## src/logic/rsGeometryPkg.sv

```systemverilog
`default_nettype none

package rsGeometryPkg;

  // station depth, one entry per waiting instruction
  localparam int defaultEntryCount = 8;

  // result buses that can wake a pending operand
  localparam int defaultBroadcastCount = 2;

  // dispatch lanes are not a parameter here
  // the allocator is built for exactly two

endpackage

`default_nettype wire

```

## src/logic/rsFieldPkg.sv

```systemverilog
`default_nettype none

package rsFieldPkg;

  // result tag carried on dispatch and broadcast
  localparam int tagWidth = 6;

  // operand value
  localparam int dataWidth = 32;

  // address offset held with the instruction
  localparam int constWidth = 16;

  // AGU operation code
  localparam int opWidth = 4;

endpackage

`default_nettype wire

```

## src/logic/rsOperandSlot.sv

```systemverilog
`timescale 1ns/1ps
`default_nettype none

module rsOperandSlot #(
  parameter int broadcastCount = 2
) (
  input  logic                                                 clk,
  input  logic                                                 arstN,
  input  logic                                                 flush,
  input  logic                                                 load,
  input  logic                                                 needIn,
  input  logic [rsFieldPkg::tagWidth-1:0]                      tagIn,
  input  logic [rsFieldPkg::dataWidth-1:0]                     dataIn,
  input  logic [broadcastCount-1:0]                            bcValid,
  input  logic [broadcastCount-1:0][rsFieldPkg::tagWidth-1:0]  bcTag,
  input  logic [broadcastCount-1:0][rsFieldPkg::dataWidth-1:0] bcData,
  output logic                                                 present,
  output logic [rsFieldPkg::dataWidth-1:0]                     value
);

  logic                           pending;
  logic [rsFieldPkg::tagWidth-1:0]  tagQ;
  logic [rsFieldPkg::dataWidth-1:0] dataQ;
  logic [rsFieldPkg::tagWidth-1:0]  cmpTag;
  logic                           hit;
  logic [rsFieldPkg::dataWidth-1:0] hitData;

  // on load the incoming tag is compared so a same-cycle result is not missed
  assign cmpTag = load ? tagIn : tagQ;

  // walk from the top so the lowest bus wins
  always_comb begin
    hit = 1'b0;
    hitData = '0;
    for (int i = broadcastCount - 1; i >= 0; i--) begin
      if (bcValid[i] && bcTag[i] == cmpTag) begin
        hit = 1'b1;
        hitData = bcData[i];
      end
    end
  end

  always_ff @(posedge clk or negedge arstN) begin
    if (!arstN) begin
      pending <= 1'b0;
    end else if (flush) begin
      pending <= 1'b0;
    end else if (load) begin
      pending <= needIn && !hit;
    end else if (pending && hit) begin
      pending <= 1'b0;
    end
  end

  always_ff @(posedge clk) begin
    if (load) begin
      tagQ <= tagIn;
      dataQ <= (needIn && hit) ? hitData : dataIn;
    end else if (pending && hit) begin
      dataQ <= hitData;
    end
  end

  assign present = !pending;
  assign value = dataQ;

endmodule

`default_nettype wire

```

## src/logic/rsEntry.sv

```systemverilog
`timescale 1ns/1ps
`default_nettype none

module rsEntry #(
  parameter int broadcastCount = 2
) (
  input  logic                                                 clk,
  input  logic                                                 arstN,
  input  logic                                                 flush,
  input  logic                                                 load,
  input  logic                                                 laneSel,
  input  logic [rsFieldPkg::opWidth-1:0]                       dispOp0,
  input  logic [rsFieldPkg::constWidth-1:0]                    dispConst0,
  input  logic                                                 dispNeedA0,
  input  logic [rsFieldPkg::tagWidth-1:0]                      dispTagA0,
  input  logic [rsFieldPkg::dataWidth-1:0]                     dispDataA0,
  input  logic                                                 dispNeedB0,
  input  logic [rsFieldPkg::tagWidth-1:0]                      dispTagB0,
  input  logic [rsFieldPkg::dataWidth-1:0]                     dispDataB0,
  input  logic [rsFieldPkg::opWidth-1:0]                       dispOp1,
  input  logic [rsFieldPkg::constWidth-1:0]                    dispConst1,
  input  logic                                                 dispNeedA1,
  input  logic [rsFieldPkg::tagWidth-1:0]                      dispTagA1,
  input  logic [rsFieldPkg::dataWidth-1:0]                     dispDataA1,
  input  logic                                                 dispNeedB1,
  input  logic [rsFieldPkg::tagWidth-1:0]                      dispTagB1,
  input  logic [rsFieldPkg::dataWidth-1:0]                     dispDataB1,
  input  logic [broadcastCount-1:0]                            bcValid,
  input  logic [broadcastCount-1:0][rsFieldPkg::tagWidth-1:0]  bcTag,
  input  logic [broadcastCount-1:0][rsFieldPkg::dataWidth-1:0] bcData,
  input  logic                                                 take,
  output logic                                                 busy,
  output logic                                                 eligible,
  output logic [rsFieldPkg::opWidth-1:0]                       op,
  output logic [rsFieldPkg::constWidth-1:0]                    constant,
  output logic [rsFieldPkg::dataWidth-1:0]                     dataA,
  output logic [rsFieldPkg::dataWidth-1:0]                     dataB
);

  logic presentA;
  logic presentB;

  always_ff @(posedge clk or negedge arstN) begin
    if (!arstN) begin
      busy <= 1'b0;
    end else if (flush) begin
      busy <= 1'b0;
    end else if (load) begin
      busy <= 1'b1;
    end else if (take) begin
      busy <= 1'b0;
    end
  end

  always_ff @(posedge clk) begin
    if (load) begin
      op <= laneSel ? dispOp1 : dispOp0;
      constant <= laneSel ? dispConst1 : dispConst0;
    end
  end

  rsOperandSlot #(
    .broadcastCount(broadcastCount)
  ) i_slotA (
    .clk(clk),
    .arstN(arstN),
    .flush(flush),
    .load(load),
    .needIn(laneSel ? dispNeedA1 : dispNeedA0),
    .tagIn(laneSel ? dispTagA1 : dispTagA0),
    .dataIn(laneSel ? dispDataA1 : dispDataA0),
    .bcValid(bcValid),
    .bcTag(bcTag),
    .bcData(bcData),
    .present(presentA),
    .value(dataA)
  );

  rsOperandSlot #(
    .broadcastCount(broadcastCount)
  ) i_slotB (
    .clk(clk),
    .arstN(arstN),
    .flush(flush),
    .load(load),
    .needIn(laneSel ? dispNeedB1 : dispNeedB0),
    .tagIn(laneSel ? dispTagB1 : dispTagB0),
    .dataIn(laneSel ? dispDataB1 : dispDataB0),
    .bcValid(bcValid),
    .bcTag(bcTag),
    .bcData(bcData),
    .present(presentB),
    .value(dataB)
  );

  assign eligible = busy && presentA && presentB;

endmodule

`default_nettype wire

```

## src/logic/rsAllocator.sv

```systemverilog
`timescale 1ns/1ps
`default_nettype none

module rsAllocator #(
  parameter int entryCount = 8
) (
  input  logic [entryCount-1:0] busy,
  input  logic                  flush,
  input  logic                  dispValid0,
  input  logic                  dispValid1,
  output logic                  dispReady0,
  output logic                  dispReady1,
  output logic [entryCount-1:0] load,
  output logic [entryCount-1:0] laneSel
);

  logic [entryCount-1:0] firstOh;
  logic [entryCount-1:0] secondOh;
  logic [entryCount-1:0] lane1Oh;
  logic                  firstFound;
  logic                  secondFound;
  logic                  fire0;
  logic                  fire1;

  // lowest and next-lowest free entry
  always_comb begin
    firstOh = '0;
    secondOh = '0;
    firstFound = 1'b0;
    secondFound = 1'b0;
    for (int i = 0; i < entryCount; i++) begin
      if (!busy[i]) begin
        if (!firstFound) begin
          firstFound = 1'b1;
          firstOh[i] = 1'b1;
        end else if (!secondFound) begin
          secondFound = 1'b1;
          secondOh[i] = 1'b1;
        end
      end
    end
  end

  // ready depends on free count only, never on valid
  assign dispReady0 = !flush && firstFound;
  assign dispReady1 = !flush && secondFound;

  assign fire0 = dispValid0 && dispReady0;
  assign fire1 = dispValid1 && dispReady1;

  // lane 1 alone gets the lowest slot
  assign lane1Oh = fire0 ? secondOh : firstOh;

  assign load = (fire0 ? firstOh : '0) | (fire1 ? lane1Oh : '0);
  assign laneSel = fire1 ? lane1Oh : '0;

endmodule

`default_nettype wire

```

## src/logic/rsIssueSelect.sv

```systemverilog
`timescale 1ns/1ps
`default_nettype none

module rsIssueSelect #(
  parameter int entryCount = 8
) (
  input  logic                                              clk,
  input  logic                                              arstN,
  input  logic                                              flush,
  input  logic [entryCount-1:0]                             eligible,
  input  logic [entryCount-1:0][rsFieldPkg::opWidth-1:0]    entryOp,
  input  logic [entryCount-1:0][rsFieldPkg::constWidth-1:0] entryConst,
  input  logic [entryCount-1:0][rsFieldPkg::dataWidth-1:0]  entryDataA,
  input  logic [entryCount-1:0][rsFieldPkg::dataWidth-1:0]  entryDataB,
  input  logic                                              issueReady,
  output logic [entryCount-1:0]                             take,
  output logic                                              issueValid,
  output logic [rsFieldPkg::opWidth-1:0]                    issueOp,
  output logic [rsFieldPkg::constWidth-1:0]                 issueConst,
  output logic [rsFieldPkg::dataWidth-1:0]                  issueDataA,
  output logic [rsFieldPkg::dataWidth-1:0]                  issueDataB
);

  logic [entryCount-1:0]            pickOh;
  logic                             found;
  logic                             advance;
  logic [rsFieldPkg::opWidth-1:0]    selOp;
  logic [rsFieldPkg::constWidth-1:0] selConst;
  logic [rsFieldPkg::dataWidth-1:0]  selDataA;
  logic [rsFieldPkg::dataWidth-1:0]  selDataB;

  // lowest eligible index and its payload
  always_comb begin
    found = 1'b0;
    pickOh = '0;
    selOp = '0;
    selConst = '0;
    selDataA = '0;
    selDataB = '0;
    for (int i = 0; i < entryCount; i++) begin
      if (eligible[i] && !found) begin
        found = 1'b1;
        pickOh[i] = 1'b1;
        selOp = entryOp[i];
        selConst = entryConst[i];
        selDataA = entryDataA[i];
        selDataB = entryDataB[i];
      end
    end
  end

  // stage refills when empty or when its item leaves this cycle
  assign advance = !issueValid || issueReady;
  assign take = (advance && !flush) ? pickOh : '0;

  always_ff @(posedge clk or negedge arstN) begin
    if (!arstN) begin
      issueValid <= 1'b0;
    end else if (flush) begin
      issueValid <= 1'b0;
    end else if (advance) begin
      issueValid <= found;
    end
  end

  always_ff @(posedge clk) begin
    if (advance && found) begin
      issueOp <= selOp;
      issueConst <= selConst;
      issueDataA <= selDataA;
      issueDataB <= selDataB;
    end
  end

endmodule

`default_nettype wire

```

## src/logic/rsStation.sv

```systemverilog
`timescale 1ns/1ps
`default_nettype none

module rsStation #(
  parameter int entryCount = rsGeometryPkg::defaultEntryCount,
  parameter int broadcastCount = rsGeometryPkg::defaultBroadcastCount
) (
  input  logic                                                 clk,
  input  logic                                                 arstN,
  input  logic                                                 flush,
  input  logic                                                 dispValid0,
  output logic                                                 dispReady0,
  input  logic [rsFieldPkg::opWidth-1:0]                       dispOp0,
  input  logic [rsFieldPkg::constWidth-1:0]                    dispConst0,
  input  logic                                                 dispNeedA0,
  input  logic [rsFieldPkg::tagWidth-1:0]                      dispTagA0,
  input  logic [rsFieldPkg::dataWidth-1:0]                     dispDataA0,
  input  logic                                                 dispNeedB0,
  input  logic [rsFieldPkg::tagWidth-1:0]                      dispTagB0,
  input  logic [rsFieldPkg::dataWidth-1:0]                     dispDataB0,
  input  logic                                                 dispValid1,
  output logic                                                 dispReady1,
  input  logic [rsFieldPkg::opWidth-1:0]                       dispOp1,
  input  logic [rsFieldPkg::constWidth-1:0]                    dispConst1,
  input  logic                                                 dispNeedA1,
  input  logic [rsFieldPkg::tagWidth-1:0]                      dispTagA1,
  input  logic [rsFieldPkg::dataWidth-1:0]                     dispDataA1,
  input  logic                                                 dispNeedB1,
  input  logic [rsFieldPkg::tagWidth-1:0]                      dispTagB1,
  input  logic [rsFieldPkg::dataWidth-1:0]                     dispDataB1,
  input  logic [broadcastCount-1:0]                            bcValid,
  input  logic [broadcastCount-1:0][rsFieldPkg::tagWidth-1:0]  bcTag,
  input  logic [broadcastCount-1:0][rsFieldPkg::dataWidth-1:0] bcData,
  output logic                                                 issueValid,
  input  logic                                                 issueReady,
  output logic [rsFieldPkg::opWidth-1:0]                       issueOp,
  output logic [rsFieldPkg::constWidth-1:0]                    issueConst,
  output logic [rsFieldPkg::dataWidth-1:0]                     issueDataA,
  output logic [rsFieldPkg::dataWidth-1:0]                     issueDataB
);

  logic [entryCount-1:0]                             busy;
  logic [entryCount-1:0]                             eligible;
  logic [entryCount-1:0]                             load;
  logic [entryCount-1:0]                             laneSel;
  logic [entryCount-1:0]                             take;
  logic [entryCount-1:0][rsFieldPkg::opWidth-1:0]    entryOp;
  logic [entryCount-1:0][rsFieldPkg::constWidth-1:0] entryConst;
  logic [entryCount-1:0][rsFieldPkg::dataWidth-1:0]  entryDataA;
  logic [entryCount-1:0][rsFieldPkg::dataWidth-1:0]  entryDataB;

  rsAllocator #(
    .entryCount(entryCount)
  ) i_rsAllocator (
    .busy(busy),
    .flush(flush),
    .dispValid0(dispValid0),
    .dispValid1(dispValid1),
    .dispReady0(dispReady0),
    .dispReady1(dispReady1),
    .load(load),
    .laneSel(laneSel)
  );

  // every entry sees both lanes, laneSel picks one
  for (genvar e = 0; e < entryCount; e++) begin : gEntry
    rsEntry #(
      .broadcastCount(broadcastCount)
    ) i_rsEntry (
      .clk(clk),
      .arstN(arstN),
      .flush(flush),
      .load(load[e]),
      .laneSel(laneSel[e]),
      .dispOp0(dispOp0),
      .dispConst0(dispConst0),
      .dispNeedA0(dispNeedA0),
      .dispTagA0(dispTagA0),
      .dispDataA0(dispDataA0),
      .dispNeedB0(dispNeedB0),
      .dispTagB0(dispTagB0),
      .dispDataB0(dispDataB0),
      .dispOp1(dispOp1),
      .dispConst1(dispConst1),
      .dispNeedA1(dispNeedA1),
      .dispTagA1(dispTagA1),
      .dispDataA1(dispDataA1),
      .dispNeedB1(dispNeedB1),
      .dispTagB1(dispTagB1),
      .dispDataB1(dispDataB1),
      .bcValid(bcValid),
      .bcTag(bcTag),
      .bcData(bcData),
      .take(take[e]),
      .busy(busy[e]),
      .eligible(eligible[e]),
      .op(entryOp[e]),
      .constant(entryConst[e]),
      .dataA(entryDataA[e]),
      .dataB(entryDataB[e])
    );
  end

  rsIssueSelect #(
    .entryCount(entryCount)
  ) i_rsIssueSelect (
    .clk(clk),
    .arstN(arstN),
    .flush(flush),
    .eligible(eligible),
    .entryOp(entryOp),
    .entryConst(entryConst),
    .entryDataA(entryDataA),
    .entryDataB(entryDataB),
    .issueReady(issueReady),
    .take(take),
    .issueValid(issueValid),
    .issueOp(issueOp),
    .issueConst(issueConst),
    .issueDataA(issueDataA),
    .issueDataB(issueDataB)
  );

endmodule

`default_nettype wire

```

## config.mk

```make
export PLATFORM = sky130hd
export DESIGN_NAME = rsStation
export DESIGN_NICKNAME = d
export VERILOG_FILES = /design/src/logic/rsGeometryPkg.sv /design/src/logic/rsFieldPkg.sv /design/src/logic/rsOperandSlot.sv /design/src/logic/rsEntry.sv /design/src/logic/rsAllocator.sv /design/src/logic/rsIssueSelect.sv /design/src/logic/rsStation.sv
export SDC_FILE = /design/constraint.sdc
export NUM_CORES = 2
export LEC_CHECK = 0
export BUFFER_PORTS_ARGS = -buffer_cell sky130_fd_sc_hd__buf_2
export CORE_ASPECT_RATIO = 1.75
export CORE_UTILIZATION = 49
export DETAILED_ROUTE_END_ITERATION = 7
export GPL_TIMING_DRIVEN = 0
export PLACE_DENSITY = 0.64
export SLEW_MARGIN = 20
export SYNTH_ARGS = -nofsm -noshare
export SYNTH_HDL_FRONTEND = slang
export SYNTH_HIERARCHICAL = 1
export SYNTH_SLANG_ARGS = --single-unit
```

## constraint.sdc

```tcl
create_clock -name clk -period 9.1 [get_ports clk]
set_input_delay 2.73 -clock clk [delete_from_list [all_inputs] [get_ports clk]]
set_output_delay 2.73 -clock clk [all_outputs]
set_load 0.01 [all_outputs]
```

==> flow_metrics.py <==
metrics = {
    "status": {
        "outcome": "finished clean",
    },
    "clocking": {
        "clk_latency_ns": 0.78,
        "cts_tree": "yes",
        "cts-root-buf": "clkbuf_16",
        "cts_max_level": 3,
        "cts_resized": 0,
        "cts_buffers": 89,
        "cts_hold_buf": 0,
        "cts_setup_buffers": 0,
        "cts_max_path_buffers": 3,
        "clk_pin_slew_ns": 0.06,
        "clkSinkCount": 877,
    },
    "global_routing": {
        "grt_pass1_wl_mm": 424,
        "grt.total_usage_pct": 44.6,
        "grt_overflow_total": 0,
        "antenna_found_initial": 73,
        "grt_pass1_vias": 53690,
        "grt_max_degree": 33,
    },
    "routing": {
        "vias": 55907,
        "postRouteAntennaNets": 0,
        "drc_errors": 0,
        "wl_per_cell_um": 37.9,
        "wirelength_mm": 316,
        "vias_per_cell": 6.71,
        "drt-initial-drc-count": 7542,
        "dr.pass1.iters": 8,
    },
    "floorplan": {
        "io_pins": 367,
        "die_w_um": 282,
        "core-area_um2": 136000,
        "start_util_pct": 49.4,
        "dieArea_um2": 139000,
        "num_rows": 179,
        "fp.dieH_um": 492,
    },
    "sta": {
        "rsz0062_at_grt": "false",
        "slew_headroom_pct": 10.5,
        "fin_tns_setup_ns": 0,
        "post-route-period-util_pct": 90.5,
        "finalHoldViolCount": 0,
        "tightest_slew_ns": 1.34,
        "maxSlewViolCount": 0,
        "min_period_ns": 8.24,
        "fin_skew_ns": 0.0440,
        "setup_viol": 0,
        "fmax_mhz": 121,
    },
    "job": {
        "cap_violations": 0,
    },
    "setup_path": {
        "crit_top_cell": "buf_2",
        "slowest_delay_ns": 0.69,
        "crit_path_max_fanout": 32,
        "worstSetupPathType": "in -> reg",
        "critPathRequiredTime_ns": 9.47,
        "cp_top_family": "buffers and inverters",
        "cp_cell_sequence": "buf_2 -> inv_1 -> o311ai_4 -> nand2_1 -> nor2_1 -> o21ai_0 -> a211oi_1 -> buf_6 -> buf_2 -> mux2_2 -> mux2i_1 -> xor2_1 -> nand3_1 -> clkbuf_1 -> o21ai_1 -> a21o_4",
        "cp_slowest_cell": "a21o_4",
        "crit_buf_inv": 5,
        "r2r_start": "gEntry[0].i_rsEntry/busy$_DFFE_PN0P_",
        "start_kind": "input port",
        "crit_arrival_ns": 8.61,
        "worstSetupEndpointType": "flip-flop",
        "startpoint": "flush",
    },
    "final_layout": {
        "register_area_um2": 25200,
        "fin_cells": 8336,
        "finalNetCount": 6683,
        "syn_to_final_growth_pct": 11.6,
        "multiInputGateArea_um2": 37100,
        "fillers": 12031,
        "layout_commonest_cell": "edfxtp_1",
        "drive_gt1_share_pct": 33.8,
        "utilization_pct": 55.1,
        "mostFrequentLayoutCells": "edfxtp_1 (756), mux2_2 (656), mux2_4 (625), nor3_1 (542), inv_1 (533)",
    },
    "yosys": {
        "syn_area_per_cell_um2": 11.3,
        "synthesis.area_um2": 67200,
        "synth_ff_type": "edfxtp_1",
        "synth_edf_count": 756,
        "ys_types": 68,
        "async_flop_share_pct": 2.85,
        "synth_seq_cells": 877,
        "yosysWarnings": 6,
        "seq_area_frac_synth_pct": 37.6,
        "synthesis.nets": 6206,
        "synth_cells": 5923,
    },
    "place": {
        "placed_cells": 8119,
        "gp_congestion": 1.05,
        "dp_hpwl_mm": 220,
        "port_buffers": 366,
    },
    "power": {
        "ir_worst_vdd_uv": 161,
        "leakage_uw": 0.0310,
        "power_density_nw_per_um2": 150,
    },
    "hold_path": {
        "min_from": "gEntry[6].i_rsEntry/i_slotA/tagQ[3]$_DFF_P_",
        "hp-class": "reg -> reg",
    },
}
-- worst reg2reg max path, stage by stage, from the launching register on --
cell	delay [ns]
dfrtp_1	0.56
inv_1	0.08
ha_1	0.25
and2b_1	0.32
a31oi_1	0.18
or4_1	0.53
a211oi_1	0.30
buf_6	0.28
buf_2	0.41
mux2_2	0.38
mux2i_1	0.33
xor2_1	0.47
nand3_1	0.52
clkbuf_1	0.60
o21ai_1	0.54
a21o_4	0.69
-- sequential cells by signal (all words and copies together) (netlist names) --
name / flops
gEntry.i_rsEntry/i_slotB/value: 256
gEntry.i_rsEntry/busy: 8
i_rsIssueSelect/issueOp: 4
gEntry.i_rsEntry/i_slotA/tagQ: 48
gEntry.i_rsEntry/i_slotB/pending: 8
i_rsIssueSelect/issueConst: 16
i_rsIssueSelect/issueDataB: 32
gEntry.i_rsEntry/constant: 128
gEntry.i_rsEntry/i_slotA/value: 256
gEntry.i_rsEntry/op: 32
gEntry.i_rsEntry/i_slotB/tagQ: 48
i_rsIssueSelect/issueDataA: 32
gEntry.i_rsEntry/i_slotA/pending: 8
i_rsIssueSelect/issueValid: 1
-- cells by family (layout without fill, tap and decap cells) --
group | Yosys count | in the layout | synth area share (%)
and+or+nand+nor | 1089 | 1089 | 7.94
xor gates and xnor gates | 193 | 193 | 2.52
adders and majority gates | 6 | 6 | 0.102
other | 0 | 55 | 0
DFF | 877 | 877 | 37.6
buffers and inverters | 1016 | 1564 | 7.56
AOI/OAI and AO/OA | 811 | 811 | 8.21
muxes | 1931 | 1931 | 36.1
-- Yosys cell counts, drive strengths merged, types with 72 or more instances --
| cell | count | area (um^2) |
|---|---|---|
| a21oi | 395 | 2000 |
| buf | 241 | 2170 |
| clkbuf | 240 | 901 |
| dfxtp | 96 | 1920 |
| edfxtp | 756 | 22700 |
| inv | 534 | 2000 |
| mux2 | 1809 | 22700 |
| mux2i | 122 | 1520 |
| nand2 | 304 | 1140 |
| nor2b | 90 | 563 |
| nor3 | 542 | 2710 |
| o21a | 72 | 541 |
| o21ai | 102 | 510 |
| o221ai | 95 | 1110 |
| o32a | 72 | 721 |
| xor2 | 144 | 1260 |
-- stage by stage --
stage	hold WS (ns)	area (um^2)	worst slack (ns)	total power [uW]
after floorplan	0.466	67200	1.21	6180
after global placement	0.476	71300	-3.85	7300
after detailed placement	0.485	71900	0.342	7360
after CTS	0.500	74800	1.09	11100
after global routing	0.516	74900	0.914	11400
final	0.501	75000	0.864	11300
-- per-layer routing --
layer,vias up,global-route usage (%),part of all wire [%]
met5,-,0,0.11
met3,1377,13.2,12
met4,60,38.1,10
li1,22708,-,-
met1,27277,51.5,34
met2,4485,67.0,44
-- path summary, 6_finish.rpt --
check	slack (ns)	end	cells after the start
setup / recovery	0.86	gEntry[7].i_rsEntry/i_slotB/value[15]$_DFFE_PP_	16
hold reg to reg	0.50	gEntry[6].i_rsEntry/i_slotA/tagQ[3]$_DFF_P_	2
min in group asynchronous	2.04	gEntry[0].i_rsEntry/i_slotA/pending$_DFFE_PN0P_	1
hold / removal	0.50	gEntry[6].i_rsEntry/i_slotA/tagQ[3]$_DFF_P_	2
max in group asynchronous	6.54	gEntry[1].i_rsEntry/busy$_DFFE_PN0P_	1
setup reg to reg	2.24	gEntry[7].i_rsEntry/i_slotB/value[15]$_DFFE_PP_	15
-- layout make-up --
type                    instances  share of cell area, %
clock inverters                45                  0.674
well taps                    1810                   3.02
flip-flops and latches        877                   33.7
plain buffers                 481                   4.14
inverters                     535                   2.68
clock buffers                 117                   3.16
multi-input cells            4030                   49.4
repair buffers                386                   3.03
diodes                         55                  0.184
-- report_power, final --
part           internal (uW)  switching [uW]  total [uW]
logic                    880            1840        2720
clock network           2060            1800        3860
registers               4610            72.3        4680
No activity file was read; power rests on OpenSTA's default activity.
